**config.mk**
```make
export PLATFORM = sky130hd
export DESIGN_NAME = inst_decode
export DESIGN_NICKNAME = d
export VERILOG_FILES = /design/src/verilog/rv_core_pkg.sv /design/src/verilog/inst_decode.sv
export SDC_FILE = /design/constraint.sdc
export NUM_CORES = 1
export LEC_CHECK = 0
export BUFFER_PORTS_ARGS = -buffer_cell sky130_fd_sc_hd__buf_2
export CAP_MARGIN = 25
export CORE_MARGIN = 10
export CORE_UTILIZATION = 35
export DETAILED_ROUTE_END_ITERATION = 8
export PLACE_DENSITY = 0.91
export SETUP_SLACK_MARGIN = 0.1
export SLEW_MARGIN = 20
export SYNTH_ARGS = -nofsm -noshare
export SYNTH_HDL_FRONTEND = slang
export SYNTH_SLANG_ARGS = --single-unit
```
**constraint.sdc**
```tcl
create_clock -name vclk -period 1.9
set_input_delay 0.095 -clock vclk [all_inputs]
set_output_delay 0.095 -clock vclk [all_outputs]
set_load 0.02 [all_outputs]
```
**src/verilog/rv_core_pkg.sv**
```systemverilog
package rv_core_pkg;

    localparam int xlen       = 32;
    localparam int reg_addr_w = 5;
    localparam int mem_depth  = 256;
    localparam int mem_addr_w = 8;
    localparam int apb_addr_w = 12;

    typedef enum logic [1:0] {
        cmd_nop  = 2'd0,
        cmd_add  = 2'd1,
        cmd_equ  = 2'd2,
        cmd_halt = 2'd3
    } cmd_t;

    localparam logic [6:0] opc_addi   = 7'b00100_11;
    localparam logic [6:0] opc_lui    = 7'b01101_11;
    localparam logic [6:0] opc_auipc  = 7'b00101_11;
    localparam logic [6:0] opc_system = 7'b11100_11;

    // sequencer state encoding.
    localparam logic [1:0] seq_idle   = 2'd0;
    localparam logic [1:0] seq_fetch  = 2'd1;
    localparam logic [1:0] seq_exec   = 2'd2;
    localparam logic [1:0] seq_halted = 2'd3;

    typedef union packed {
        struct packed {
            logic [11:0]           imm;
            logic [reg_addr_w-1:0] rs1;
            logic [2:0]            funct3;
            logic [reg_addr_w-1:0] rd;
            logic [6:0]            opcode;
        } i_fmt;
        struct packed {
            logic [19:0]           imm20;
            logic [reg_addr_w-1:0] rd;
            logic [6:0]            opcode;
        } u_fmt;
    } inst_u;

    // apb byte address map.
    localparam logic [apb_addr_w-1:0] apb_mem_base  = 12'h000;
    localparam logic [apb_addr_w-1:0] apb_ctrl_addr = 12'h400;
    localparam logic [apb_addr_w-1:0] apb_stat_addr = 12'h404;
    localparam logic [apb_addr_w-1:0] apb_pc_addr   = 12'h408;
    localparam logic [apb_addr_w-1:0] apb_reg_base  = 12'h800;

endpackage

```
**src/verilog/inst_decode.sv**
```systemverilog
`timescale 1ns/1ps

module inst_decode import rv_core_pkg::*; (
    input  inst_u                 inst,
    input  logic [xlen-1:0]       pc,
    input  logic [xlen-1:0]       rdata1,
    output logic [reg_addr_w-1:0] raddr1,
    output logic [reg_addr_w-1:0] raddr2,
    output logic [xlen-1:0]       src1,
    output logic [xlen-1:0]       src2,
    output logic [reg_addr_w-1:0] des,
    output cmd_t                  command
);

    logic [xlen-1:0] imm_i;
    logic [xlen-1:0] imm_u;
    logic            rs1_en;
    logic            rd_en;

    // sign-extended i-type and upper u-type immediates.
    assign imm_i = {{(xlen-12){inst.i_fmt.imm[11]}}, inst.i_fmt.imm};
    assign imm_u = {inst.u_fmt.imm20, 12'b0};

    assign raddr1 = rs1_en ? inst.i_fmt.rs1 : '0;
    assign des    = rd_en ? inst.i_fmt.rd : '0;

    // no second source yet.
    assign raddr2 = '0;

    always_comb begin
        command = cmd_nop;
        src1    = '0;
        src2    = '0;
        rs1_en  = 1'b0;
        rd_en   = 1'b0;
        case (inst.i_fmt.opcode)
            opc_addi: begin
                if (inst.i_fmt.funct3 == 3'b000) begin
                    command = cmd_add;
                    src1    = imm_i;
                    src2    = rdata1;
                    rs1_en  = 1'b1;
                    rd_en   = 1'b1;
                end
            end
            opc_lui: begin
                command = cmd_equ;
                src1    = imm_u;
                src2    = '0;
                rd_en   = 1'b1;
            end
            opc_auipc: begin
                command = cmd_add;
                src1    = pc;
                src2    = imm_u;
                rd_en   = 1'b1;
            end
            opc_system: begin
                // ebreak.
                command = cmd_halt;
            end
            default: begin
                command = cmd_nop;
            end
        endcase
    end

endmodule

```
# ---- Yosys cells after proc, flatten, opt, wreduce, memory -nomap -nowiden
# Index checks and enable logic that the tools add are counted.
dict set report word_totals {
  in_bits 96
  regBits 0
}
dict set report classes {
  mux 11
  n_eq_ne 4
  reduce_logical 2
}
# operator n
set ops {}
lappend ops {{one-hot mux 32 bit (3 select lines)} 1}
lappend ops {{2-to-1 mux 32 bit} 2}
lappend ops {{one-hot mux 32 bit (2 select lines)} 1}
lappend ops {{equality test 7 x 5 -> 1 bit (second input constant)} 2}
lappend ops {{2-to-1 mux 5 bit} 2}
lappend ops {{one-hot mux 2 bit (4 select lines)} 1}
lappend ops {{equality test 7 x 6 -> 1 bit (second input constant)} 1}
lappend ops {{equality test 7 bit (second input constant)} 1}
lappend ops {{logical NOT 3 bit} 1}
lappend ops {{2-to-1 mux 1 bit} 3}
lappend ops {{one-hot mux 1 bit (2 select lines)} 1}
lappend ops {{OR reduction 2 bit} 1}

# ---- Logic depth before layout (Yosys ltp)
dict set report depth {
  ltp_word 4
  depth_mapped 6
  depth_no_buf 3
}

# ---- Least setup slack after synthesis
# No wires, ideal clock.
dict set report synth_timing {
  path_kind {input port to output port}
  startpoint {input inst[3] (netlist bit)}
  endpoint {output src2[21]}
  stages 6
  slack_ps 465
  n_path_buf 3
  arrival_time_ps 1340
  cell_sequence {and4b_1 -> clkbuf_1 -> buf_2 -> buf_2 -> nand4_1 -> a21oi_1}
}
dict set report synth_between {
  elab_chain_cells 2
  word_cells_on_any_way 3
  cone_classes {eq/ne (2); mux (1)}
}
# item line_no
set synth_rtl {}
lappend synth_rtl {{start: declaration} inst_decode.sv:4} ;# input inst_u inst,
lappend synth_rtl {{equality test 7 x 5 -> 1 bit} inst_decode.sv:36} ;# case (inst.i_fmt.opcode)
lappend synth_rtl {{one-hot mux 32 bit (2 select lines) *} inst_decode.sv:36}
lappend synth_rtl {{end: declaration} inst_decode.sv:10} ;# output logic [xlen-1:0] src2,
# Mark *: on every way between the ends. The rest lies on a longest branch, timed or not.

# ---- Worst setup path in the final report
dict set report layout_timing {
  startpoint {input inst[3] (netlist bit)}
  endpoint {output src1[11]}
}
dict set report layout_between {
  elab_chain_cells 2
  word_cells_on_any_way 4
  cone_classes {eq/ne (3); mux (1)}
}
# item line_no
set layout_rtl {}
lappend layout_rtl {{equality test 7 x 5 -> 1 bit / equality test 7 x 6 -> 1 bit (equally long branches)} inst_decode.sv:36}
lappend layout_rtl {{one-hot mux 32 bit (3 select lines) *} inst_decode.sv:36}
lappend layout_rtl {{end: declaration} inst_decode.sv:9} ;# output logic [xlen-1:0] src1,
# Marks and branches as above.

==> summary.txt <==
Logic synthesis
  – Largest family of logic cells by synthesized area: simple AND/OR/NAND/NOR gates
  – Mux contribution to synthesized area: 15.0%
  – Netlist cell types: 20
  – Mapped Cells: 214
  – Synth Area in XOR/XNOR: 0%
  – Post-synthesis adder-cell area fraction: 0%
  – Sequential-to-total area share from yosys stat: 0%
  – Compound-Gate Fraction of Synth Area: 23.7%
  – Syn avg cell area: 5.94 um2
  – Post-Synth Simple-Gate Area: 47.8%
  – Synthesized area: 1270 um2
  – Warnings from Yosys: 0

STA
  – Fmax: 0.633 GHz
  – Period utilisation layout: 83.1%
  – Final hold vios: 0
  – Minimum clock period: 1.58 ns
  – Setup TNS: 0 ns
  – Final worst slack: 0.321 ns
  – Fin. max-slew vios: 0
  – # setup viols final: 0
  – RSZ-0062 raised after global routing: false

Drt
  – Initial DRC count: 140
  – Post-DRT Antenna Nets: 0
  – Drt pass-1 iters: 4
  – Routed WL per cell: 17.5 um
  – Drt via density: 5.40
  – DRC: 0
  – Via count: 2243
  – Post-Route WL: 7.27 mm

Placement
  – Placement Setup Slack: 0.337 ns
  – Buffers added on ports: 172
  – Placer Congestion: 0.875
  – HPWL after DPL: 6.13 mm

Layout
  – Util after Layout: 63.2%
  – Reg area: 0 um2
  – Layout cell share with drive strength beyond 1: 51.8%
  – Antenna diodes: 0
  – Commonest cells after routing, fill and taps aside: buf_2 (172), nand4_1 (34), nand3_1 (33), a21oi_1 (33), and2_1 (22)
  – Layout clock buffer count: 0
  – Most common cell after layout, fill and taps aside: buf_2
  – FF+latch count: 0
  – Final nets: 467
  – Area growth syn-to-layout: 69.8%

Global routing
  – Vias in the first global route: 2168
  – Largest net degree at the start of global routing: 39
  – GRT Total Usage: 19.3%
  – Initial antenna violation count: 0
  – First-pass GRT wire length: 10.5 mm
  – Grt total ovfl: 0

Setup path
  – CP required: 1.80 ns
  – Critical Path Fanout Max: 38
  – Critical Path Start Type: input pin
  – WP data arrival: 1.48 ns
  – Worst setup path category: input pin to output port
  – CP endpoint kind: output port

Floorplanning
  – Starting Density: 37.2%
  – Core ar.: 3420 um2
  – Die Y-Extent: 80.3 um
  – FP Rows: 21
  – # IOs: 177
  – Die width: 80.3 um
  – Die area: 6440 um2

Pwr
  – Lkg Pwr: 1.20 nW
  – Pwr dens: 123 nW/um2
  – Worst IR Drop VDD: 0.0950 mV

Outcome
  – Outcome: finished clean

Min path
  – Hold Crit Class: input pin to output port

Clock network
  – CTS resizes: 0
  – Post-CTS Setup Inserts: 0
  – CTS hold repair buffers: 0

Run
  – Max Cap Viol: 0
[synthesized netlist by cell type]
library cell  count  area (um2)
a211oi_2          1        12.5
a21oi_1          33         165
and2_1           22         138
and4b_1           2        20.0
buf_2            11        55.1
buf_4             5        37.5
clkbuf_1         19        71.3
conb_1            1        3.75
inv_1             1        3.75
mux2i_1          19         190
nand2_1           2        7.51
nand3_1          33         165
nand4_1          34         213
nand4b_1          2        17.5
nor2_1            3        11.3
nor2b_1           3        18.8
nor3_2            1        10.0
o21ai_1          16        80.1
o2bb2ai_1         5        43.8
or4_1             1        7.51
[report_power, final]
group | internal [mW] | total [mW] | leakage [nW] | switching, mW
Clock | 0 | 0 | 0 | 0
Combinational | 0.117 | 0.265 | 1.20 | 0.148
Sequential | 0 | 0 | 0 | 0
[worst paths after layout]
check | slack [ns] | startpoint | cells after the start | to
hold / removal | 0.51 | rdata1[7] | 3 | src2[7]
setup / recovery | 0.32 | inst[3] | 6 | src1[11]
[worst max-delay path: stages]
cell     delay (ns)
buf_2          0.10
and4b_2        0.38
buf_4          0.37
nand4_1        0.15
a21oi_1        0.19
buf_2          0.19
[final cells by class]
type | instances | area, um2
repair buffers | 186 | 966
inverters | 1 | 3.75
well taps | 46 | 57.6
fillers | 334 | 1260
multi-input cells | 182 | 1130
[logic make-up after synthesis]
group                  count (synthesis)
AOI/OAI and AO/OA                     55
other                                  1
muxes                                 19
and+or+nand+nor                      103
buffers and inverters                 36
[per-stage QoR]
step	cells	hold WS [ns]	total power [mW]	cell area, um2
after CTS	415	0.512	0.263	2160
after detailed placement	415	0.513	0.262	2160
after global routing	415	0.528	0.289	2160
after global placement	415	0.512	0.257	2160
after floorplan	218	0.373	0.128	1290
final	415	0.510	0.265	2160
[layer usage]
metal  wire length [um]  share of wire, %  global-route usage, %
met1               2760                38                   20.5
met2               3590                49                   36.0
met3                853                12                   7.24
met4                 68              0.94                   2.11
met5                  0                 0                      0
(Power assumes the default switching activity.)
