### config.mk
export PLATFORM = sky130hd
export DESIGN_NAME = reg_file
export DESIGN_NICKNAME = d
export VERILOG_FILES = /design/src/verilog/rv_core_pkg.sv /design/src/verilog/reg_file.sv
export SDC_FILE = /design/constraint.sdc
export NUM_CORES = 2
export LEC_CHECK = 0
export ABC_AREA = 1
export ABC_CLOCK_PERIOD_IN_PS = 1900
export BUFFER_PORTS_ARGS = -buffer_cell sky130_fd_sc_hd__buf_4
export CAP_MARGIN = 15
export CORE_MARGIN = 2
export CORE_UTILIZATION = 50
export DETAILED_ROUTE_END_ITERATION = 12
export GPL_TIMING_DRIVEN = 1
export PLACE_DENSITY = 0.66
export REMOVE_ABC_BUFFERS = 1
export SYNTH_ARGS = -nofsm -noshare
export SYNTH_HDL_FRONTEND = slang
export SYNTH_SLANG_ARGS = --single-unit
### constraint.sdc
create_clock -name clk -period 1.9 [get_ports clk]
set_input_delay 0.095 -clock clk [delete_from_list [all_inputs] [get_ports clk]]
set_output_delay 0.095 -clock clk [all_outputs]
set_load 0.02 [all_outputs]
### src/verilog/rv_core_pkg.sv
package rv_core_pkg;

    localparam int xlen       = 32;
    localparam int reg_addr_w = 5;
    localparam int mem_depth  = 256;
    localparam int mem_addr_w = 8;
    localparam int apb_addr_w = 12;

    typedef enum logic [1:0] {
        cmd_nop  = 2'd0,
        cmd_add  = 2'd1,
        cmd_equ  = 2'd2,
        cmd_halt = 2'd3
    } cmd_t;

    localparam logic [6:0] opc_addi   = 7'b00100_11;
    localparam logic [6:0] opc_lui    = 7'b01101_11;
    localparam logic [6:0] opc_auipc  = 7'b00101_11;
    localparam logic [6:0] opc_system = 7'b11100_11;

    // sequencer state encoding.
    localparam logic [1:0] seq_idle   = 2'd0;
    localparam logic [1:0] seq_fetch  = 2'd1;
    localparam logic [1:0] seq_exec   = 2'd2;
    localparam logic [1:0] seq_halted = 2'd3;

    typedef union packed {
        struct packed {
            logic [11:0]           imm;
            logic [reg_addr_w-1:0] rs1;
            logic [2:0]            funct3;
            logic [reg_addr_w-1:0] rd;
            logic [6:0]            opcode;
        } i_fmt;
        struct packed {
            logic [19:0]           imm20;
            logic [reg_addr_w-1:0] rd;
            logic [6:0]            opcode;
        } u_fmt;
    } inst_u;

    // apb byte address map.
    localparam logic [apb_addr_w-1:0] apb_mem_base  = 12'h000;
    localparam logic [apb_addr_w-1:0] apb_ctrl_addr = 12'h400;
    localparam logic [apb_addr_w-1:0] apb_stat_addr = 12'h404;
    localparam logic [apb_addr_w-1:0] apb_pc_addr   = 12'h408;
    localparam logic [apb_addr_w-1:0] apb_reg_base  = 12'h800;

endpackage

### src/verilog/reg_file.sv
`timescale 1ns/1ps

module reg_file import rv_core_pkg::*; (
    input  logic                  clk,
    input  logic                  arst_n,
    input  logic [reg_addr_w-1:0] raddr1,
    output logic [xlen-1:0]       rdata1,
    input  logic [reg_addr_w-1:0] dbg_raddr,
    output logic [xlen-1:0]       dbg_rdata,
    input  logic                  we,
    input  logic [reg_addr_w-1:0] waddr,
    input  logic [xlen-1:0]       wdata
);

    logic [xlen-1:0] regs [1<<reg_addr_w];

    always_ff @(posedge clk or negedge arst_n) begin
        if (!arst_n) begin
            for (int i = 0; i < (1 << reg_addr_w); i++) begin
                regs[i] <= '0;
            end
        end else if (we && (waddr != '0)) begin
            regs[waddr] <= wdata;
        end
    end

    // x0 reads zero.
    assign rdata1    = (raddr1 == '0) ? '0 : regs[raddr1];
    assign dbg_rdata = (dbg_raddr == '0) ? '0 : regs[dbg_raddr];

endmodule

After elaboration in Yosys (flattened, before gate mapping)
Index checks and enable logic that the tools add are counted.

storage, ports and cells
  flip-flop bits (word level) = 1024
  bits of input ports = 50
  output and inout bits = 64
  word-level logic and storage cells = 55

operators by class
  $lt $le $gt $ge = 4
  mux-type cells = 11
  bitwise logic cells = 3
  reduce and logical (&&, ||, !) cells = 5

operator list
  operator                                                     number
  bitwise mux 1024 bit                                         1
  binary-select mux 32 bit (select 5 bit)                      2
  two-way mux 32 bit                                           7
  demux 32 bit (select 5 bit)                                  1
  greater-or-equal comparator 6 bit (second input constant)    3
  inverter 5 -> 6 bit                                          3
  logical NOT 5 bit                                            2
  less-than comparator 6 x 1 -> 1 bit (second input constant)  1
  nonzero test 5 bit                                           1
  logical AND 1 bit                                            2

Longest topological paths before layout
  depth after elaboration = 6
  gate-level depth with buffers = 13
  gate-level depth less buffers = 10

Least setup slack after synthesis
No wires, ideal clock.

  path kind = input-to-output
  from = input port raddr1[0]
  to = output port rdata1[21]
  arrival time = 1.606 ns
  data required time = 1.805 ns
  path slack = 0.199 ns
  cell stages on the path = 13
  path buffers = 4
  path through = buf_2 -> inv_1 -> buf_2 -> buf_2 -> clkbuf_1 -> nand2_1 -> nand3_1 -> nand3_1 -> nand2_1 -> nand2_1 -> nand3_1 -> nand2_1 -> nor2_1

between the ends
  cells in the longest elaborated chain, start to end = 5
  elaborated cells on any way between the ends = 6
  classes of those cells = mux (4); bitwise (1); reduce/logical (1)

RTL lines
  what                                                    RTL line        text
  start, declared                                         reg_file.sv:6   input logic [reg_addr_w-1:0] raddr1,
  inverter 5 -> 6 bit (not written as such)               reg_file.sv:28  assign rdata1 = (raddr1 == '0) ? '0 : regs[raddr1];
  binary-select mux 32 bit (select 5 bit)                 reg_file.sv:28
  two-way mux 32 bit (not written as such) (2 in series)  reg_file.sv:28
  two-way mux 32 bit *                                    reg_file.sv:28
  end, declared                                           reg_file.sv:7   output logic [xlen-1:0] rdata1,

Mark *: on every way between the ends. The rest lies on a longest branch, timed or not. The select of a mux whose other input is x is not followed.

Worst setup path after layout
  from = register regs[449] (netlist bit)
  to = output port rdata1[1]

between the ends
  cells in the longest elaborated chain, start to end = 4

RTL lines
  what                                                    RTL line        text
  start, declared                                         reg_file.sv:15  logic [xlen-1:0] regs [1<<reg_addr_w];
  start signal, assigned by index                         reg_file.sv:23  regs[waddr] <= wdata;
  binary-select mux 32 bit (select 5 bit)                 reg_file.sv:28
  two-way mux 32 bit (not written as such) (2 in series)  reg_file.sv:28
  two-way mux 32 bit                                      reg_file.sv:28

No other way between the ends. The select of a mux whose other input is x is not followed.

==> flow_summary.json <==
{
  "rr_endpoint": "regs[820]",
  "die_x_um": 342,
  "clkTransAtPathRegs_ps": 60,
  "setup.worst_path.end_class": "primary output",
  "row_count": 123,
  "wirelength_um": 219000,
  "reg_top3": "regs x1024",
  "largest_register_ffs": 1024,
  "cts.sinks": 1024,
  "first_global_vias": 56049,
  "drc": 0,
  "drtPass1Iterations": 6,
  "hpwl_um": 130000,
  "routedWlPerCell_um": 22.0,
  "hold_path_class": "primary input to async pin",
  "core_area_um2": 113000,
  "dp_slack_ps": -21.8,
  "cts_max_level": 3,
  "arrival_ps": 2100,
  "via_per_inst": 6.00,
  "cts-root-buf": "clkbuf_16",
  "violations": "negative setup slack",
  "max-vdd-ir-drop_mv": 0.789,
  "fin_crit_sh_pct": 115,
  "r2r-start": "regs[820]",
  "regMostFlops": "regs",
  "fin_nets": 8380,
  "post-synth-top-area-cell": "dfrtp_1",
  "synth_top_area_share_pct": 45.0,
  "setup_viol": 64,
  "grt-ovfl-total": 0,
  "grt_usage_pct": 36.8,
  "yosysWarnings": 0,
  "postSynthAreaPerCell_um2": 6.85,
  "dp.cells": 9594,
  "clk_path_buf_depth": 3,
  "power_w": 0.0693,
  "initial_core_util_pct": 50.5,
  "outcome": "finished with violations",
  "antenna_left": 0,
  "maxSlewHeadroom_pct": 54.6,
  "synth.area.top_cells": "dfrtp_1, nand2_1, nand3_1, a21oi_1, nor2_1",
  "startpoint_type": "flip-flop",
  "timing.reg2reg.setup_slack_ps": 980,
  "cts_tree": "done",
  "fmax_mhz": 456,
  "clock_latency_ps": 710,
  "fp.dieH_um": 342,
  "worst_slack_ps": -291,
  "design.die.area_um2": 117000,
  "netlist_instances": 8327,
  "grt_pass1_wl_um": 334000,
  "critical_path_class": "flip-flop to primary output",
  "vias": 59568,
  "crit_fanout": 3,
  "port_buffers": 113,
  "ys_seq_area_share_pct": 45.0,
  "clock-skew-final_ps": 0,
  "pwr_density_cell_nw_per_um2": 1010,
  "place_congestion": 0.890,
  "grt_max_degree": 93,
  "fin_crit_ps": 2190,
  "syn_to_final_growth_pct": 20.7,
  "finalNonFillerCells": 9926,
  "r2r_cells": 4,
  "layout_common_cells": "nand2_1, nand3_1, dfrtp_1",
  "final_hold_viol_count": 0,
  "drv_cap": 0,
  "crit_required_ps": 1800,
  "maxSlewViolCount": 0,
  "numCtsBuffers": 112,
  "p_leak_nw": 32.3,
  "drive_gt1_share_pct": 14.4,
  "synth-seq-cells": 1024,
  "layout_commonest_cell": "nand2_1",
  "boundaryPins": 114,
  "tightestPinTransition_ps": 681,
  "synth.distinct_cells": 29,
  "antenna_found_initial": 1,
  "first_iter_violations": 7694,
  "rsz0062_at_grt": "true",
  "syn-cell-area_um2": 57000
}
area by class of cell:
type	instances	area [um2]
clock buffer	168	3370
antenna	1	2.50
inverter	112	470
clock inverter	41	428
multi-input combinational	6435	29400
fill	10066	44000
timing repair buffer	645	7670
tap	1500	1880
sequential	1024	25600
power by group:
group          internal [W]  switching (W)  total (W)
logic               0.00689        0.00948     0.0164
registers            0.0264        0.00382     0.0303
clock network        0.0133        0.00936     0.0226
worst max-delay path by stage:
stage | from | endpoint | slack [ps] | depth (start not counted)
final | regs[449] | rdata1[1] | -290 | 10
after global routing | regs[449] | rdata1[1] | -370 | 10
after CTS | regs[449] | rdata1[1] | -270 | 10
after detailed placement | dbg_raddr[0] | dbg_rdata[13] | -20 | 12
after global placement | dbg_raddr[0] | dbg_rdata[13] | -20 | 12
after floorplan | raddr1[0] | rdata1[0] | -7590 | 4
layer usage:
metal	share of wire, %	track usage (%)	wire length, um
met5	0	0	0
met1	40	49.9	86800
met3	11	6.45	23400
met4	5.2	17.7	11300
met2	44	57.4	97000
synth_stat cells:
| master | count |
|---|---|
| o21ai_1 | 26 |
| inv_2 | 8 |
| inv_1 | 101 |
| dfrtp_1 | 1024 |
| o211ai_1 | 16 |
| clkinv_1 | 2 |
| nor2_2 | 1 |
| inv_6 | 1 |
| nor3_1 | 5 |
| nor3_2 | 2 |
| nand2_4 | 3 |
| nand3_2 | 5 |
| buf_2 | 135 |
| buf_6 | 3 |
| o21ai_0 | 547 |
| nor2_4 | 9 |
| nand2_2 | 6 |
| nor2_8 | 5 |
| nand2_1 | 2979 |
| buf_1 | 76 |
| clkbuf_2 | 2 |
| a21oi_1 | 627 |
| buf_4 | 36 |
| clkbuf_1 | 504 |
| nand3_1 | 1371 |
| nor4_4 | 2 |
| nor2_1 | 814 |
| nand4_1 | 1 |
| a21oi_2 | 16 |
worst max-delay path, cell delays in order (launching register included):
cell and delay, ps:
dfrtp_1 390, nand2_1 70, nand3_1 80, nand3_1 80, nand2_1 80, nand2_1 60, nand3_1 90, nand2_1 70
nor2_2 180, buf_6 160, buf_6 120
through the flow:
stage / TNS (ps) / hold WS (ps) / util [%] / instance area (um2)
after floorplan: -448220 / -201 / - / 53800
after global placement: -24.2 / 10.7 / 55.2 / 62300
after detailed placement: -42.2 / 8.48 / 55.2 / 62300
after CTS: -10960 / 16.7 / 59.9 / 67600
after global routing: -14900 / 52.8 / 61.0 / 68800
final: -9430 / 45.0 / 61.0 / 68800
repair_timing:
action,4_1_cts,5_1_grt
pin swaps,248,253
setup endpoints to repair,64,64
buffers inserted,34,67
endpoints found under the hold margin,1965,0
hold buffers,35,0
gates resized for setup,288,227
logic make-up after synthesis:
| group | synth area share [%] |
|---|---|
| compound gates | 11.0 |
| flops | 45.0 |
| buf+inv | 6.30 |
| simple gates | 37.8 |
(Power assumes the default switching activity.)
