**src/verilog/rv_core_pkg.sv**
```systemverilog
package rv_core_pkg;

    localparam int xlen       = 32;
    localparam int reg_addr_w = 5;
    localparam int mem_depth  = 256;
    localparam int mem_addr_w = 8;
    localparam int apb_addr_w = 12;

    typedef enum logic [1:0] {
        cmd_nop  = 2'd0,
        cmd_add  = 2'd1,
        cmd_equ  = 2'd2,
        cmd_halt = 2'd3
    } cmd_t;

    localparam logic [6:0] opc_addi   = 7'b00100_11;
    localparam logic [6:0] opc_lui    = 7'b01101_11;
    localparam logic [6:0] opc_auipc  = 7'b00101_11;
    localparam logic [6:0] opc_system = 7'b11100_11;

    // sequencer state encoding.
    localparam logic [1:0] seq_idle   = 2'd0;
    localparam logic [1:0] seq_fetch  = 2'd1;
    localparam logic [1:0] seq_exec   = 2'd2;
    localparam logic [1:0] seq_halted = 2'd3;

    typedef union packed {
        struct packed {
            logic [11:0]           imm;
            logic [reg_addr_w-1:0] rs1;
            logic [2:0]            funct3;
            logic [reg_addr_w-1:0] rd;
            logic [6:0]            opcode;
        } i_fmt;
        struct packed {
            logic [19:0]           imm20;
            logic [reg_addr_w-1:0] rd;
            logic [6:0]            opcode;
        } u_fmt;
    } inst_u;

    // apb byte address map.
    localparam logic [apb_addr_w-1:0] apb_mem_base  = 12'h000;
    localparam logic [apb_addr_w-1:0] apb_ctrl_addr = 12'h400;
    localparam logic [apb_addr_w-1:0] apb_stat_addr = 12'h404;
    localparam logic [apb_addr_w-1:0] apb_pc_addr   = 12'h408;
    localparam logic [apb_addr_w-1:0] apb_reg_base  = 12'h800;

endpackage

```
**src/verilog/mem_bus_if.sv**
```systemverilog
`timescale 1ns/1ps

interface mem_bus_if import rv_core_pkg::*; ();

    logic                  req;
    logic                  we;
    logic [mem_addr_w-1:0] addr;
    logic [xlen-1:0]       wdata;
    logic [xlen-1:0]       rdata;
    logic                  ack;

    // held by the requester until ack.
    modport requester (
        output req, we, addr, wdata,
        input  rdata, ack
    );

    modport arbiter (
        input  req, we, addr, wdata,
        output rdata, ack
    );

    modport memory (
        input  req, we, addr, wdata,
        output rdata, ack
    );

endinterface

```
**src/verilog/apb_ctrl.sv**
```systemverilog
`timescale 1ns/1ps

module apb_ctrl import rv_core_pkg::*; (
    input  logic                  clk,
    input  logic                  arst_n,
    input  logic                  psel,
    input  logic                  penable,
    input  logic                  pwrite,
    input  logic [apb_addr_w-1:0] paddr,
    input  logic [xlen-1:0]       pwdata,
    output logic [xlen-1:0]       prdata,
    output logic                  pready,
    output logic                  pslverr,
    mem_bus_if.requester          mem,
    output logic                  run,
    input  logic                  halted,
    input  logic                  busy,
    input  logic [xlen-1:0]       pc,
    output logic [reg_addr_w-1:0] dbg_raddr,
    input  logic [xlen-1:0]       dbg_rdata
);

    logic                  hit_mem;
    logic                  hit_ctrl;
    logic                  hit_stat;
    logic                  hit_pc;
    logic                  hit_reg;
    logic                  hit_none;
    logic                  setup;
    logic                  access;
    logic                  ro_write;
    logic                  req_q;
    logic                  we_q;
    logic [mem_addr_w-1:0] addr_q;
    logic [xlen-1:0]       wdata_q;

    assign hit_mem = paddr[apb_addr_w-1:mem_addr_w+2] ==
                     apb_mem_base[apb_addr_w-1:mem_addr_w+2];
    assign hit_ctrl = (paddr == apb_ctrl_addr);
    assign hit_stat = (paddr == apb_stat_addr);
    assign hit_pc   = (paddr == apb_pc_addr);
    assign hit_reg = paddr[apb_addr_w-1:reg_addr_w+2] ==
                     apb_reg_base[apb_addr_w-1:reg_addr_w+2];
    assign hit_none = !(hit_mem || hit_ctrl || hit_stat || hit_pc || hit_reg);

    assign setup    = psel && !penable;
    assign access   = psel && penable;
    assign ro_write = pwrite && (hit_stat || hit_pc || hit_reg);

    // memory window waits for the ack.
    assign pready  = access && (!hit_mem || mem.ack);
    assign pslverr = access && !hit_mem && (hit_none || ro_write);

    always_ff @(posedge clk or negedge arst_n) begin
        if (!arst_n) begin
            req_q <= 1'b0;
            we_q  <= 1'b0;
            run   <= 1'b0;
        end else begin
            if (setup && hit_mem) begin
                req_q <= 1'b1;
                we_q  <= pwrite;
            end else if (mem.ack) begin
                req_q <= 1'b0;
            end
            if (access && pwrite && hit_ctrl) begin
                run <= pwdata[0];
            end
        end
    end

    always_ff @(posedge clk) begin
        if (setup && hit_mem) begin
            addr_q  <= paddr[mem_addr_w+1:2];
            wdata_q <= pwdata;
        end
    end

    assign mem.req   = req_q;
    assign mem.we    = we_q;
    assign mem.addr  = addr_q;
    assign mem.wdata = wdata_q;

    assign dbg_raddr = paddr[reg_addr_w+1:2];

    always_comb begin
        prdata = '0;
        if (hit_mem) begin
            prdata = mem.rdata;
        end else if (hit_ctrl) begin
            prdata = {{(xlen-1){1'b0}}, run};
        end else if (hit_stat) begin
            prdata = {{(xlen-2){1'b0}}, busy, halted};
        end else if (hit_pc) begin
            prdata = pc;
        end else if (hit_reg) begin
            prdata = dbg_rdata;
        end
    end

endmodule

```
**src/flat_wrapper.sv**
```systemverilog
// flat-port wrapper written by rule: the top's interface ports become plain ports
module apb_ctrl_flat import rv_core_pkg::*;
  (clk, arst_n, psel, penable, pwrite, paddr, pwdata, prdata, pready, pslverr, run, halted, busy, pc, dbg_raddr, dbg_rdata, mem_req, mem_we, mem_addr, mem_wdata, mem_rdata, mem_ack);
  mem_bus_if mem_i ();
  input  logic clk;
  input  logic arst_n;
  input  logic psel;
  input  logic penable;
  input  logic pwrite;
  input  logic [apb_addr_w-1:0] paddr;
  input  logic [xlen-1:0] pwdata;
  output logic [xlen-1:0] prdata;
  output logic pready;
  output logic pslverr;
  output logic run;
  input  logic halted;
  input  logic busy;
  input  logic [xlen-1:0] pc;
  output logic [reg_addr_w-1:0] dbg_raddr;
  input  logic [xlen-1:0] dbg_rdata;
  output wire logic [$bits(mem_i.req)-1:0] mem_req;
  output wire logic [$bits(mem_i.we)-1:0] mem_we;
  output wire logic [$bits(mem_i.addr)-1:0] mem_addr;
  output wire logic [$bits(mem_i.wdata)-1:0] mem_wdata;
  input wire logic [$bits(mem_i.rdata)-1:0] mem_rdata;
  input wire logic [$bits(mem_i.ack)-1:0] mem_ack;
  assign mem_req = mem_i.req;
  assign mem_we = mem_i.we;
  assign mem_addr = mem_i.addr;
  assign mem_wdata = mem_i.wdata;
  assign mem_i.rdata = mem_rdata;
  assign mem_i.ack = mem_ack;
  apb_ctrl u_core (.clk(clk), .arst_n(arst_n), .psel(psel), .penable(penable), .pwrite(pwrite), .paddr(paddr), .pwdata(pwdata), .prdata(prdata), .pready(pready), .pslverr(pslverr), .mem(mem_i), .run(run), .halted(halted), .busy(busy), .pc(pc), .dbg_raddr(dbg_raddr), .dbg_rdata(dbg_rdata));
endmodule
```
**config.mk**
```make
export PLATFORM = sky130hd
export DESIGN_NAME = apb_ctrl_flat
export DESIGN_NICKNAME = d
export VERILOG_FILES = /design/src/verilog/rv_core_pkg.sv /design/src/verilog/mem_bus_if.sv /design/src/verilog/apb_ctrl.sv /design/src/flat_wrapper.sv
export SDC_FILE = /design/constraint.sdc
export NUM_CORES = 1
export LEC_CHECK = 0
export ABC_AREA = 0
export BUFFER_PORTS_ARGS = -buffer_cell sky130_fd_sc_hd__clkbuf_2
export CAP_MARGIN = 20
export CELL_PAD_IN_SITES_DETAIL_PLACEMENT = 1
export CELL_PAD_IN_SITES_GLOBAL_PLACEMENT = 1
export CORE_ASPECT_RATIO = 1.25
export CORE_MARGIN = 2
export CORE_UTILIZATION = 24
export DETAILED_ROUTE_END_ITERATION = 6
export PLACE_DENSITY = 0.95
export SLEW_MARGIN = 20
export SYNTH_ARGS = -nofsm -noshare
export SYNTH_HDL_FRONTEND = slang
export SYNTH_SLANG_ARGS = --single-unit
export TNS_END_PERCENT = 100
```
**constraint.sdc**
```tcl
create_clock -name clk -period 2.4 [get_ports clk]
set_input_delay 0.36 -clock clk [delete_from_list [all_inputs] [get_ports clk]]
set_output_delay 0.36 -clock clk [all_outputs]
set_load 0.1 [all_outputs]
```
# After elaboration in Yosys (flattened, before gate mapping)
# Index checks and enable logic that the tools add are counted.
# totals
reg_bits	43
inputBits	148
wordCells	38
# op_classes
n_eq_ne	4
n_mux	7
reduce_logical	22
# ops
operator	n
2-to-1 mux 32 bit	5
equality test 12 x 11 -> 1 bit, second input constant	3
logical AND 1 bit	9
logical OR 1 bit	8
equality test 5 bit, second input constant	1
logical NOT 1 bit	3
logical NOT 2 bit	1
2-to-1 mux 1 bit	2
nonzero test 2 bit	1

# Logic depth before layout (Yosys ltp)
# depth
ltp_word	8
depth_mapped	6
mapped_depth_nobuf	4

# Least setup slack after synthesis
# Ideal clock, no wire load.
# synth_path
path_kind	in2out
from	in paddr[5]
to	out prdata[0]
t_arrival_ns	2.610
required_time_ns	2.040
setup_slack_ns	-0.570
path_stages	5
path_buffers	1
cell_sequence	nor4_1 -> and4_4 -> buf_6 -> a22oi_1 -> a21oi_1
# synth_via
elab_chain_cells	5
elab_cells_between_ends	7
cone_classes	3 x eq/ne; 4 x mux
# synth_lines
item	line	rtl
from (decl)	flat_wrapper.sv:10	input logic [apb_addr_w-1:0] paddr;
equality test 12 x 11 -> 1 bit	apb_ctrl.sv:41	assign hit_pc = (paddr == apb_pc_addr);
2-to-1 mux 32 bit	apb_ctrl.sv:94	end else if (hit_pc) begin
2-to-1 mux 32 bit	apb_ctrl.sv:92	end else if (hit_stat) begin
2-to-1 mux 32 bit *	apb_ctrl.sv:90	end else if (hit_ctrl) begin
2-to-1 mux 32 bit *	apb_ctrl.sv:88	if (hit_mem) begin
to (decl)	flat_wrapper.sv:12	output logic [xlen-1:0] prdata;
# Every way passes the cells marked *; elsewhere a longest branch is shown, timed or not.

# Worst setup path after layout
# layout_path
from	in paddr[11]
to	out pslverr
# layout_via
elab_chain_cells	8
elab_cells_between_ends	17
cone_classes	4 x eq/ne; 13 x reduce/logical
# layout_lines
item	line	rtl
equality test 12 x 11 -> 1 bit or logical NOT 2 bit (tied branches)	apb_ctrl.sv:39, apb_ctrl.sv:37	
logical OR 1 bit (4 in a row)	apb_ctrl.sv:44	assign hit_none = !(hit_mem || hit_ctrl || hit_stat || hit_pc || hit_reg);
logical NOT 1 bit	apb_ctrl.sv:44	
logical OR 1 bit	apb_ctrl.sv:52	assign pslverr = access && !hit_mem && (hit_none || ro_write);
logical AND 1 bit *	apb_ctrl.sv:52	
to (decl)	flat_wrapper.sv:14	output logic pslverr;
# Marked as above.

==> results.sh <==
export IMPL_r2r_end="u_core.run$_DFFE_PN0P_"
export IMPL_core_area_mm2=0.008240
export IMPL_critPathRequiredTime_ns=2.04
export IMPL_hp_class="in2reg"
export IMPL_drc_errors=0
export IMPL_final_cell_area_mm2=0.003938
export IMPL_grt_pass1_vias=2635
export IMPL_ant_nets=0
export IMPL_reg2reg_depth=1
export IMPL_io_pins=230
export IMPL_critical_path_endpoint_type="primary output"
export IMPL_synth_flop_cell="edfxtp_1"
export IMPL_finalCriticalPeriod_ns=2.289
export IMPL_dieArea_mm2=0.009272
export IMPL_root_buffer="clkbuf_8"
export IMPL_vias_per_cell=4.778
export IMPL_rows=37
export IMPL_overflow=0
export IMPL_cts_buffers=5
export IMPL_synth_area_leaders="edfxtp_1, a22oi_1, nand2_1"
export IMPL_yosys_area_top_type="edfxtp_1"
export IMPL_whs_endpoint="u_core.mem.wdata[15]$_DFFE_PP_"
export IMPL_setup_viol=0
export IMPL_detail_route_iter0_violations=63
export IMPL_portBuffers=229
export IMPL_p_per_area_mw_per_mm2=525.0
export IMPL_final_cell_mix="clkbuf_2, nand2_1, edfxtp_1, buf_12, a22oi_1"
export IMPL_finalSetupTns_ns=0
export IMPL_vias=2437
export IMPL_grtUsageTotal=0.1879
export IMPL_dpl_cell_area_mm2=0.003830
export IMPL_r2r_slack_ns=1.53
export IMPL_post_synth_top_area_fraction=0.5879
export IMPL_tritoncts="yes"
export IMPL_peakVddDrop_uv=193.6
export IMPL_p_leak_uw=0.001946
export IMPL_cts_setup_buffers=0
export IMPL_final_common_cell="clkbuf_2"
export IMPL_worst_pin_slew_ns=0.5644
export IMPL_finalPower_uw=2067
export IMPL_relSlewSlack=0.6254
export IMPL_worstSetupStartpointType="input pin"
export IMPL_start_util=0.2480
export IMPL_synth_seq_cells=43
export IMPL_clock_fmax_ghz=0.4368
export IMPL_drive_gt1_frac=0.6174
export IMPL_hold_viol_final=0
export IMPL_antenna_found_initial=0
export IMPL_clock_skew_ns=0
export IMPL_clock_latency_ns=0.29
export IMPL_slew_viol_final=0
export IMPL_grt_max_degree=41
export IMPL_cp_max_fo=10
export IMPL_synth_edf_count=40
export IMPL_synth_cells=181
export IMPL_h_tree_depth=2
export IMPL_min_delay_start="pwdata[15]"
export IMPL_seq_area_frac_synth=0.6246
export IMPL_outcome="finished clean"
export IMPL_cts_max_path_buffers=2
export IMPL_rr_startpoint="u_core.run$_DFFE_PN0P_"
export IMPL_wl_per_cell_um=17.99
export IMPL_die_h_um=107.2
export IMPL_wirelength_um=9173
export IMPL_path_class="in2out"
export IMPL_avgSynthCellArea_um2=11.29
export IMPL_die_w_um=86.53
export IMPL_rsz0062_at_grt="no"
export IMPL_grt_pass1_wl_um=13100
export IMPL_netlist_area_mm2=0.002043
export IMPL_worstPathArrival_ns=1.93
export IMPL_area_delta_synth_final_pct=92.71
export IMPL_hold_depth=1
export IMPL_gp_congestion=0.7390
export IMPL_synth_warnings=0
export IMPL_clk_pin_slew_ns=0.08
export IMPL_synth_cell_types=32
export IMPL_diodes=0
export IMPL_final_nets=560
export IMPL_numClockSinks=43
export IMPL_cap_violations=0
export IMPL_async_flop_share=0.06977
export IMPL_drt_pass1_iter_count=4
export IMPL_dp_hpwl_um=7804
export IMPL_fin_crit_sh=0.9540
export IMPL_syn_num_nets=329
report_power, final:
group	leakage [µW]	total, µW	internal [µW]	switching [µW]
logic	0.00150	789	233	557
registers	0.000403	856	847	9.17
clock network	0.0000422	421	204	217
total	0.00195	2070	1280	783
repair_timing:
action,4_1_cts,5_1_grt
gates resized for setup,0,1
endpoints found under the setup margin,0,12
hold endpoints to repair,3,0
hold buffers,1,0
logic make-up after synthesis:
kind of cell,after synthesis,synth area share
buf+inv,17,0.04654
compound gates,40,0.1457
flops,43,0.6246
simple gates,79,0.1721
mux,2,0.01102
worst max-delay path: stages:
cell and delay, ns:
clkbuf_2 0.13, nor4_1 0.06, buf_4 0.14, and4_4 0.19, buf_4 0.18, or3b_4 0.39
a211oi_4 0.25, buf_12 0.21
synthesized netlist by cell type, types with 2 or more instances:
cell	count
nand2_1	62
edfxtp_1	40
a22oi_1	31
clkbuf_1	6
buf_4	5
buf_2	4
a21oi_1	3
dfrtp_1	3
nand3_1	2
nor2_1	2
nor3_1	2
registers in the layout, summed over array words and instances (netlist names):
register / cells
u_core.mem.wdata: 32
u_core.mem.addr: 8
u_core.mem.req: 1
u_core.mem.we: 1
u_core.run: 1
cell type report:
class / instances / area (µm²)
well taps: 97 / 121.4
inverters: 1 / 3.754
clock inverters: 1 / 5.005
clock buffers: 7 / 76.32
repair buffers: 239 / 1744
multi-input cells: 122 / 710.7
flip-flops and latches: 43 / 1276
fillers: 944 / 4303
metrics by stage:
| step | setup WS (ns) | util | cells | hold slack, ns |
|---|---|---|---|---|
| floorplan | 0.002426 | - | 181 | 0.06441 |
| global placement | 0.06315 | 0.4648 | 500 | 0.1569 |
| detailed placement | 0.01115 | 0.4648 | 500 | 0.1604 |
| CTS | 0.02299 | 0.4759 | 509 | 0.2283 |
| global route | 0.03411 | 0.4778 | 510 | 0.2344 |
| finish | 0.1105 | 0.4778 | 510 | 0.2429 |
layer usage:
| metal | global-route usage | vias up | wire [µm] |
|---|---|---|---|
| li1 | - | 1125 | - |
| met1 | 0.1843 | 1123 | 3073 |
| met2 | 0.3654 | 171 | 4945 |
| met3 | 0.04234 | 18 | 910 |
| met4 | 0.08147 | 0 | 244 |
| met5 | 0 | - | 0 |
how the worst max path moves through the flow:
stage,start,to,slack [ns]
floorplan,paddr[5],prdata[0],0.002
global placement,paddr[2],prdata[19],0.06
detailed placement,paddr[2],prdata[15],0.01
CTS,paddr[2],prdata[20],0.02
global route,paddr[2],prdata[15],0.03
finish,paddr[11],pslverr,0.11
Note: power is estimated with default switching activity, not from simulation.
