--- src/verilog/rv_core_pkg.sv ---
package rv_core_pkg;

    localparam int xlen       = 32;
    localparam int reg_addr_w = 5;
    localparam int mem_depth  = 256;
    localparam int mem_addr_w = 8;
    localparam int apb_addr_w = 12;

    typedef enum logic [1:0] {
        cmd_nop  = 2'd0,
        cmd_add  = 2'd1,
        cmd_equ  = 2'd2,
        cmd_halt = 2'd3
    } cmd_t;

    localparam logic [6:0] opc_addi   = 7'b00100_11;
    localparam logic [6:0] opc_lui    = 7'b01101_11;
    localparam logic [6:0] opc_auipc  = 7'b00101_11;
    localparam logic [6:0] opc_system = 7'b11100_11;

    // sequencer state encoding.
    localparam logic [1:0] seq_idle   = 2'd0;
    localparam logic [1:0] seq_fetch  = 2'd1;
    localparam logic [1:0] seq_exec   = 2'd2;
    localparam logic [1:0] seq_halted = 2'd3;

    typedef union packed {
        struct packed {
            logic [11:0]           imm;
            logic [reg_addr_w-1:0] rs1;
            logic [2:0]            funct3;
            logic [reg_addr_w-1:0] rd;
            logic [6:0]            opcode;
        } i_fmt;
        struct packed {
            logic [19:0]           imm20;
            logic [reg_addr_w-1:0] rd;
            logic [6:0]            opcode;
        } u_fmt;
    } inst_u;

    // apb byte address map.
    localparam logic [apb_addr_w-1:0] apb_mem_base  = 12'h000;
    localparam logic [apb_addr_w-1:0] apb_ctrl_addr = 12'h400;
    localparam logic [apb_addr_w-1:0] apb_stat_addr = 12'h404;
    localparam logic [apb_addr_w-1:0] apb_pc_addr   = 12'h408;
    localparam logic [apb_addr_w-1:0] apb_reg_base  = 12'h800;

endpackage

--- src/verilog/mem_bus_if.sv ---
`timescale 1ns/1ps

interface mem_bus_if import rv_core_pkg::*; ();

    logic                  req;
    logic                  we;
    logic [mem_addr_w-1:0] addr;
    logic [xlen-1:0]       wdata;
    logic [xlen-1:0]       rdata;
    logic                  ack;

    // held by the requester until ack.
    modport requester (
        output req, we, addr, wdata,
        input  rdata, ack
    );

    modport arbiter (
        input  req, we, addr, wdata,
        output rdata, ack
    );

    modport memory (
        input  req, we, addr, wdata,
        output rdata, ack
    );

endinterface

--- src/verilog/mem_arbiter.sv ---
`timescale 1ns/1ps

module mem_arbiter import rv_core_pkg::*; (
    input  logic         clk,
    input  logic         arst_n,
    mem_bus_if.arbiter   apb_side,
    mem_bus_if.arbiter   core_side,
    mem_bus_if.requester mem_side
);

    logic locked;
    logic owner_apb;
    logic grant_apb;

    // apb wins when both ask.
    assign grant_apb = apb_side.req;

    assign mem_side.req   = !locked && (apb_side.req || core_side.req);
    assign mem_side.we    = grant_apb ? apb_side.we : core_side.we;
    assign mem_side.addr  = grant_apb ? apb_side.addr : core_side.addr;
    assign mem_side.wdata = grant_apb ? apb_side.wdata : core_side.wdata;

    always_ff @(posedge clk or negedge arst_n) begin
        if (!arst_n) begin
            locked    <= 1'b0;
            owner_apb <= 1'b0;
        end else if (!locked) begin
            if (mem_side.req) begin
                locked    <= 1'b1;
                owner_apb <= grant_apb;
            end
        end else if (mem_side.ack) begin
            locked <= 1'b0;
        end
    end

    // ack goes back to whoever holds the grant.
    assign apb_side.ack  = locked && owner_apb && mem_side.ack;
    assign core_side.ack = locked && !owner_apb && mem_side.ack;

    assign apb_side.rdata  = mem_side.rdata;
    assign core_side.rdata = mem_side.rdata;

endmodule

--- src/flat_wrapper.sv ---
// flat-port wrapper written by rule: the top's interface ports become plain ports
module mem_arbiter_flat import rv_core_pkg::*;
  (clk, arst_n, apb_side_req, apb_side_we, apb_side_addr, apb_side_wdata, apb_side_rdata, apb_side_ack, core_side_req, core_side_we, core_side_addr, core_side_wdata, core_side_rdata, core_side_ack, mem_side_req, mem_side_we, mem_side_addr, mem_side_wdata, mem_side_rdata, mem_side_ack);
  mem_bus_if apb_side_i ();
  mem_bus_if core_side_i ();
  mem_bus_if mem_side_i ();
  input  logic clk;
  input  logic arst_n;
  input wire logic [$bits(apb_side_i.req)-1:0] apb_side_req;
  input wire logic [$bits(apb_side_i.we)-1:0] apb_side_we;
  input wire logic [$bits(apb_side_i.addr)-1:0] apb_side_addr;
  input wire logic [$bits(apb_side_i.wdata)-1:0] apb_side_wdata;
  output wire logic [$bits(apb_side_i.rdata)-1:0] apb_side_rdata;
  output wire logic [$bits(apb_side_i.ack)-1:0] apb_side_ack;
  input wire logic [$bits(core_side_i.req)-1:0] core_side_req;
  input wire logic [$bits(core_side_i.we)-1:0] core_side_we;
  input wire logic [$bits(core_side_i.addr)-1:0] core_side_addr;
  input wire logic [$bits(core_side_i.wdata)-1:0] core_side_wdata;
  output wire logic [$bits(core_side_i.rdata)-1:0] core_side_rdata;
  output wire logic [$bits(core_side_i.ack)-1:0] core_side_ack;
  output wire logic [$bits(mem_side_i.req)-1:0] mem_side_req;
  output wire logic [$bits(mem_side_i.we)-1:0] mem_side_we;
  output wire logic [$bits(mem_side_i.addr)-1:0] mem_side_addr;
  output wire logic [$bits(mem_side_i.wdata)-1:0] mem_side_wdata;
  input wire logic [$bits(mem_side_i.rdata)-1:0] mem_side_rdata;
  input wire logic [$bits(mem_side_i.ack)-1:0] mem_side_ack;
  assign apb_side_i.req = apb_side_req;
  assign apb_side_i.we = apb_side_we;
  assign apb_side_i.addr = apb_side_addr;
  assign apb_side_i.wdata = apb_side_wdata;
  assign apb_side_rdata = apb_side_i.rdata;
  assign apb_side_ack = apb_side_i.ack;
  assign core_side_i.req = core_side_req;
  assign core_side_i.we = core_side_we;
  assign core_side_i.addr = core_side_addr;
  assign core_side_i.wdata = core_side_wdata;
  assign core_side_rdata = core_side_i.rdata;
  assign core_side_ack = core_side_i.ack;
  assign mem_side_req = mem_side_i.req;
  assign mem_side_we = mem_side_i.we;
  assign mem_side_addr = mem_side_i.addr;
  assign mem_side_wdata = mem_side_i.wdata;
  assign mem_side_i.rdata = mem_side_rdata;
  assign mem_side_i.ack = mem_side_ack;
  mem_arbiter u_core (.clk(clk), .arst_n(arst_n), .apb_side(apb_side_i), .core_side(core_side_i), .mem_side(mem_side_i));
endmodule
--- config.mk ---
export PLATFORM = sky130hd
export DESIGN_NAME = mem_arbiter_flat
export DESIGN_NICKNAME = d
export VERILOG_FILES = /design/src/verilog/rv_core_pkg.sv /design/src/verilog/mem_bus_if.sv /design/src/verilog/mem_arbiter.sv /design/src/flat_wrapper.sv
export SDC_FILE = /design/constraint.sdc
export NUM_CORES = 1
export LEC_CHECK = 0
export BUFFER_PORTS_ARGS = -buffer_cell sky130_fd_sc_hd__buf_2
export CELL_PAD_IN_SITES_DETAIL_PLACEMENT = 0
export CELL_PAD_IN_SITES_GLOBAL_PLACEMENT = 1
export CORE_AREA = 2 2 90 92
export CTS_CLUSTER_DIAMETER = 80
export DETAILED_ROUTE_END_ITERATION = 6
export DIE_AREA = 0 0 92 94
export PLACE_DENSITY_LB_ADDON = 0.1
export SLEW_MARGIN = 20
export SYNTH_ARGS = -nofsm -noshare
export SYNTH_HDL_FRONTEND = slang
export SYNTH_SLANG_ARGS = --single-unit
--- constraint.sdc ---
create_clock -name clk -period 3.05 [get_ports clk]
set_clock_uncertainty 0.1 [all_clocks]
set_input_delay 0.61 -clock clk [delete_from_list [all_inputs] [get_ports clk]]
set_output_delay 0.61 -clock clk [all_outputs]
set_load 0.01 [all_outputs]
-- Word level (Yosys, flattened, before mapping)
Cells that the tools add are included.
Widths: inputs -> output; s select.
- muxes and demuxes: 6
- bitwise operators: 1
- reduce and logical (&&, ||, !) cells: 9
- operator list (kind ; number):
    $mux 32 ; 1
    $mux 8 ; 1
    $logic_and 1x1->1 ; 5
    $mux 1 ; 4
    $logic_not 1->1 ; 2
    $reduce_and 2->1 ; 1
    $logic_or 1x1->1 ; 1
    $not 1->1 ; 1
- register bits: 2
- input port bits: 119
- logic and storage cells: 18

-- Logic depth before layout (Yosys ltp)
Gate-level depths: netlist of run 1.
- depth after elaboration: 4
- depth in mapped cells: 4

-- Least setup slack after synthesis of run 1
OpenSTA, ideal clock, no wires.
- path type: in2out
- start point: input port apb_side_req
- end point: output port mem_side_addr[5]
- arrival: 1199 ps
- path slack: 1141 ps
- cell stages on the path: 3
- path buffers: 2
- cells stage by stage: buf_6 -> buf_12 -> mux2_4
- cells in the longest elaborated chain, start to end: 1
- RTL lines (what ; RTL line ; text):
    start, declared ; flat_wrapper.sv:9 ; input wire logic [$bits(apb_side_i.req)-1:0] apb_side_req;
    $mux 8 ; mem_arbiter.sv:20 ; assign mem_side.addr = grant_apb ? apb_side.addr : core_side.addr;
    end, declared ; flat_wrapper.sv:23 ; output wire logic [$bits(mem_side_i.addr)-1:0] mem_side_addr;
Every way passes these cells.

-- Worst setup path in the final report of run 1
- start point: input port apb_side_req
- end point: output port mem_side_addr[3]
Same word-level chain as after synthesis.

==> reports/qor.csv, run 1 <==
metric,value,unit
endpoint type of the worst setup path,output port,
mapped cell area,1274,um2
CTS Buf Count,3,
CTS resizes,0,
clk_lat worst skew,0.21,ns
io pins,227,
final setup vio count,0,
H-tree depth,1,
Unique masters post-synth,13,
Synth Flop Type,dfrtp_1,
worst-margin pin slew,0.3021,ns
sequential share of power,9.6,%
commonest cells in the netlist,"64 x buf_4, 38 x mux2_4, 4 x buf_12, 3 x mux2_2, 3 x nor2_1",
postcts setup bufs,0,
fin crit share,72.76,%
final slew viol count,0,
CP Data Required Time,2.34,ns
Synth Register Bits,2,
drt wl/cell,12.77,um
cell-by-cell trace of the critical path,buf_2 -> buf_12 -> mux2_2 -> buf_2,
Core Rows,32,
outcome,"finished, final reports clean",
Overflow after GRT,0,
pwr/cell area,236.6,nW/um2
total wire length,3677,um
largest net degree at the start of global routing,44,
drt drc,0,
met3 Use GR,2.970,%
Die Width,92,um
Setup TNS,0,ns
Total GRT Usage,7.647,%
"delay-heaviest family, CP",buffers and inverters,
MaxCap Viol Count,0,
design area,1541,um2
drt pass-1 iters,4,
CP Buf/Inv Count,3,
CTS Hold Buffers Added,0,
Synth area leader,mux2_4,
crit path max-delay cell type,mux2_2,
CP Max Fanout,43,
nets,307,
worst hold-check path type,input pin to asynchronous set/reset pin,
placer congestion estimate,0.6868,
synth top area cells,"mux2_4 45%, buf_4 38%, buf_12 6.3%, dfrtp_1 3.9%, mux2_2 2.7%",
Worst-path clk slew,0.03,ns
CTS Sinks,2,
layout cells sized above 1,94.09,%
Post-synth EDFFs,0,
"Warnings, synthesis",0,
Die Ht,94,um
final hold vios,0,
Gate power share,62.0,%
R2R Setup Slk,2.08,ns
DRT iter0 DRCs,11,
CP startpoint kind,input pin,
grt met1 use,8.828,%
Leak Pwr,0.0009217,uW
crit path DAT,1.51,ns
core box area,7607,um2
vias in the first global route,1059,
VDD IR max,130.2,uV
largest incremental delay on the critical path,0.37,ns
register area share after synthesis,3.929,%
grt met2 use,12.25,%
asr flop ratio synth,100.0,%
PortBufs,130,
first-pass GRT wire length,5313,um
Area Growth Syn to Fin,21.02,%
Root Driver,clkbuf_8,
switching power,112.2,uW
RSZ-0062 raised after global routing,false,
switch share,30.78,%
net count after synthesis,240,
Fmax,0.4506,GHz
Die ar.,8648,um2
vias,1013,
Post-Syn Instances,121,
post-synth top area share,44.79,%
FILL cells,868,
RR Startpoint,u_core.locked$_DFF_PN0_,
cells on worst reg2reg path,2,
Max Root-Sink Buffers,2,
Final Critical Period,2.219,ns
diode count,0,
"count leader, synth",buf_4,
DP Area,1500,um2
starting density of the core,16.74,%
Avg Inst Size Synth,10.53,um2
TritonCTS clock tree,yes,
Most Frequent Cell on Critical Path,buf_2,
Clock power frac,28.5,%
GR peak layer,met2,
Routed Antenna Nets,0,
initial antenna violation count,0,
P_int,252.4,uW
Slew Limit Headroom,79.86,%
critical path class,input pin to output port,
Crit Reg-Reg Endpoint,u_core.owner_apb$_DFFE_PN0P_,
vias per cell,3.517,
Detailed Place HPWL,3375,um
## per-layer routing
| metal | wire length, um | up-vias | share of wire, % |
|---|---|---|---|
| li1 | - | 468 | - |
| met1 | 1296 | 439 | 35 |
| met2 | 1783 | 82 | 48 |
| met3 | 487 | 24 | 13 |
| met4 | 110 | 0 | 3.0 |
| met5 | 0 | - | 0 |
## logic make-up after synthesis
| logic type | share of synthesized area (%) |
|---|---|
| simple gates | 2.161 |
| compound gates | 1.277 |
| flops | 3.929 |
| mux | 47.45 |
| buf+inv | 45.19 |
## through the flow
stage	setup slack [ns]	hold slack, ns	power (uW)	utilization, %	std cells
after detailed placement	0.8112	0.3030	265.5	19.72	285
after global placement	0.8257	0.3046	263.8	19.72	285
after global routing	0.7687	0.08348	389.2	20.26	288
final	0.8307	0.08110	364.7	20.26	288
after floorplan	1.141	0.2144	251.9	-	121
after CTS	0.8092	0.08011	373.2	20.26	288
## cells in the final DEF (no fill, tap or decap)
cell type / n
nand2b_1: 1
clkbuf_8: 3
buf_12: 1
nor2_1: 3
nand2_1: 1
mux2_2: 3
a22o_1: 1
mux2_4: 38
dfrtp_1: 2
inv_1: 1
and3_1: 1
buf_2: 130
a21boi_0: 1
## flip-flops by register name, summed over array words and instances (netlist names)
register	count
u_core.locked	1
u_core.owner_apb	1
## cell type report
| type | count | area, um2 | share of cell area (%) |
|---|---|---|---|
| tap | 102 | 127.6 | 8.279 |
| inverter | 1 | 3.754 | 0.2435 |
| clock buffer | 3 | 41.29 | 2.679 |
| multi-input combinational | 49 | 648.1 | 42.05 |
| timing repair buffer | 131 | 670.6 | 43.51 |
| sequential | 2 | 50.05 | 3.247 |
## worst max-delay path by stage
stage,startpoint,endpoint,cells past startpoint
floorplan,apb_side_req,mem_side_addr[5],3
global placement,apb_side_req,mem_side_addr[2],4
detailed placement,apb_side_req,mem_side_addr[3],4
CTS,apb_side_req,mem_side_addr[3],4
global route,apb_side_req,mem_side_addr[3],4
finish,apb_side_req,mem_side_addr[3],4
## power groups by stage
| stage | Clock (uW) | Sequential [uW] | Combinational (uW) |
|---|---|---|---|
| after floorplan | 0 | 33.9 | 218 |
| after global placement | 0 | 35.5 | 228 |
| after detailed placement | 0 | 35.2 | 230 |
| after CTS | 107 | 34.8 | 231 |
| after global routing | 109 | 35.4 | 245 |
| final | 104 | 35.0 | 226 |
Power figures use the tool's default switching activity.
==> inputs of run 2 (changes only) <==
--- a/config.mk
+++ b/config.mk
@@ -8,10 +8,10 @@
 export BUFFER_PORTS_ARGS = -buffer_cell sky130_fd_sc_hd__buf_2
 export CELL_PAD_IN_SITES_DETAIL_PLACEMENT = 0
 export CELL_PAD_IN_SITES_GLOBAL_PLACEMENT = 1
-export CORE_AREA = 2 2 90 92
+export CORE_AREA = 2 2 99 101
 export CTS_CLUSTER_DIAMETER = 80
 export DETAILED_ROUTE_END_ITERATION = 6
-export DIE_AREA = 0 0 92 94
+export DIE_AREA = 0 0 101 103
 export PLACE_DENSITY_LB_ADDON = 0.1
 export SLEW_MARGIN = 20
 export SYNTH_ARGS = -nofsm -noshare
==> constraint.sdc (replaced) <==
create_clock -name clk -period 1.9 [get_ports clk]
set_clock_uncertainty 0.1 [all_clocks]
set_input_delay 0.38 -clock clk [delete_from_list [all_inputs] [get_ports clk]]
set_output_delay 0.38 -clock clk [all_outputs]
set_load 0.01 [all_outputs]
==> run 2 against run 1 <==
Register-to-register slack got worse by 1.1 ns; routed wire length grew 7.6%; count of clock-buffer cells in the layout unchanged; final cell count grew 5.2%; die area grew 20%; highest routed layer unchanged; first-iteration DRC count fell by 36%; sequential share of layout area decreased by 0.11 points; critical path type unchanged; combinational power up 63%.
==> reports/qor.csv, run 2 (synthesized netlist as in run 1, its figures left out) <==
metric,value,unit,change
outcome,"finished, final reports clean",,
pwr/cell area,373.6,nW/um2,+58%
largest net degree at the start of global routing,24,,-45%
diode count,0,,unchanged
CTS Sinks,2,,unchanged
Routed Antenna Nets,0,,unchanged
most frequent cells in the layout,"130 x buf_2, 38 x mux2_4, 3 x nor2_1, 3 x mux2_2, 3 x clkbuf_8",,
largest incremental delay on the critical path,0.31,ns,-0.06 ns
Clock power frac,28.6,%,about the same
CP startpoint kind,input pin,,
final setup vio count,0,,unchanged
Final Critical Period,1.703,ns,
sequential share of power,9.4,%,-0.2 points
Fmax,0.5874,GHz,
cell-by-cell trace of the critical path,buf_2 -> buf_12 -> mux2_4 -> buf_2,,
io pins,227,,unchanged
"delay-heaviest family, CP",buffers and inverters,,
Die ar.,10400,um2,+20%
MaxCap Viol Count,0,,unchanged
CTS Buf Count,3,,unchanged
"non-filler cells, final",303,,+5.2%
Core Rows,36,,+13%
hold slack,0.3756,ns,+0.2945 ns
total wire length,3956,um,+7.6%
CP Data Required Time,1.42,ns,-0.92 ns
vias in the first global route,993,,-6.2%
Slew Limit Headroom,87.20,%,+7.3 points
vias,1010,,-0.30%
clk_lat worst skew,0.21,ns,about the same
drt drc,0,,unchanged
Multi-input gate area,648.1,um2,unchanged
initial antenna violation count,0,,unchanged
switching power,183.7,uW,+64%
VDD IR max,241.0,uV,+85%
placer congestion estimate,0.6814,,-0.79%
"most common cell after layout, fill and taps aside",buf_2,,
Detailed Place HPWL,3600,um,+6.7%
GR peak layer,met2,,
final slew viol count,0,,unchanged
Inst Count DP,299,,+4.9%
biggest regs,"u_core.locked x1, u_core.owner_apb x1",,
Max Root-Sink Buffers,2,,unchanged
storage element area,50.05,um2,unchanged
DRT iter0 DRCs,7,,-4
starting density of the core,13.47,%,-3.3 points
PortBufs,130,,unchanged
critical path class,input pin to output port,,
H-tree depth,1,,unchanged
grt met2 use,13.44,%,+1.2 points
worst hold-check path type,input pin to asynchronous set/reset pin,,
Gate power share,62.0,%,about the same
TritonCTS clock tree,yes,,
FILL cells,1106,,+27%
Area Growth Syn to Fin,25.15,%,
Tot Pwr,595.5,uW,+63%
final hold vios,0,,unchanged
crit path max-delay cell type,mux2_4,,
Worst-path clk slew,0.03,ns,about the same
met3 Use GR,2.102,%,-0.87 points
Leak Pwr,0.0009401,uW,+2.0%
core box area,9459,um2,+24%
vias per cell,3.333,,-5.2%
CP Max Fanout,23,,-47%
first-pass GRT wire length,5223,um,-1.7%
Setup TNS,0,ns,unchanged
grt met1 use,5.847,%,-3.0 points
drt wl/cell,13.06,um,+2.3%
crit path DAT,1.22,ns,-0.29 ns
CP Buf/Inv Count,3,,unchanged
switch share,30.84,%,+0.065 points
P_int,411.8,uW,+63%
endpoint type of the worst setup path,output port,,
drt pass-1 iters,2,,-2
Overflow after GRT,0,,unchanged
Die Ht,103,um,+9.6%
Most Frequent Cell on Critical Path,buf_2,,
Root Driver,clkbuf_8,,
layout cells sized above 1,93.65,%,-0.44 points
nets,310,,+0.98%
RSZ-0062 raised after global routing,false,,
postcts setup bufs,0,,unchanged
Die Width,101,um,+9.8%
fin crit share,89.61,%,
Total GRT Usage,6.601,%,-1.0 points
worst-margin pin slew,0.1920,ns,-0.1100 ns
-- run 2: changes by cell type in the layout (fill, tap and decap cells not counted), sizes merged --
cell and change:
dlygate4sd3 +1, buf +2
-- run 2: area by class of cell --
type | count | area share (%)
Clock buffer | 3 | 2.590
Inverter | 1 | 0.2355
Multi-Input combinational cell | 49 | 40.66
Sequential cell | 2 | 3.140
Tap cell | 114 | 8.948
Timing Repair Buffer | 134 | 44.43
-- run 2: final timing paths --
kind	start	endpoint	slack [ns]	cells past startpoint
worst max-delay path	apb_side_req	mem_side_wdata[10]	0.20	4
worst min-delay path	arst_n	u_core.owner_apb$_DFFE_PN0P_	0.38	2
worst max register to register	u_core.locked$_DFF_PN0_	u_core.owner_apb$_DFFE_PN0P_	0.94	2
worst min register to register	u_core.owner_apb$_DFFE_PN0P_	u_core.owner_apb$_DFFE_PN0P_	0.41	1
max in group asynchronous	arst_n	u_core.locked$_DFF_PN0_	1.23	2
min in group clk	core_side_req	u_core.owner_apb$_DFFE_PN0P_	0.38	3
-- run 2: worst register-to-register path, cell delays in order, from the launching register on --
cell	delay (ns)
dfrtp_1	0.40
nand2b_1	0.16
a22o_1	0.19
-- run 2: power by group through the flow --
stage | Clock (uW) | Combinational [uW] | Sequential (uW)
final | 170 | 369 | 56.0
after global routing | 179 | 400 | 56.6
after global placement | 0 | 378 | 57.7
after CTS | 175 | 379 | 56.0
after detailed placement | 0 | 376 | 56.5
after floorplan | 0 | 350 | 54.5
-- run 2: metrics by stage --
step           cell area (um2)  utilization (%)  setup WS, ns
2_1_floorplan             1274                -        0.4509
3_3_place_gp              1543            16.31        0.1924
3_5_place_dp              1543            16.31        0.1782
4_1_cts                   1594            16.85        0.1781
5_1_grt                   1594            16.85        0.1621
6_report                  1594            16.85        0.1975
-- run 2: what timing repair did --
action                     in CTS  in global routing
hold endpoints to repair        2                  0
setup endpoints to repair       0                  0
hold buffers                    1                  0
gates resized for setup         0                  0
-- run 2: routing by layer --
metal	vias up	part of all wire, %
met3	24	11
met1	427	32
met4	0	2.7
met2	83	55
li1	476	-
met5	-	0
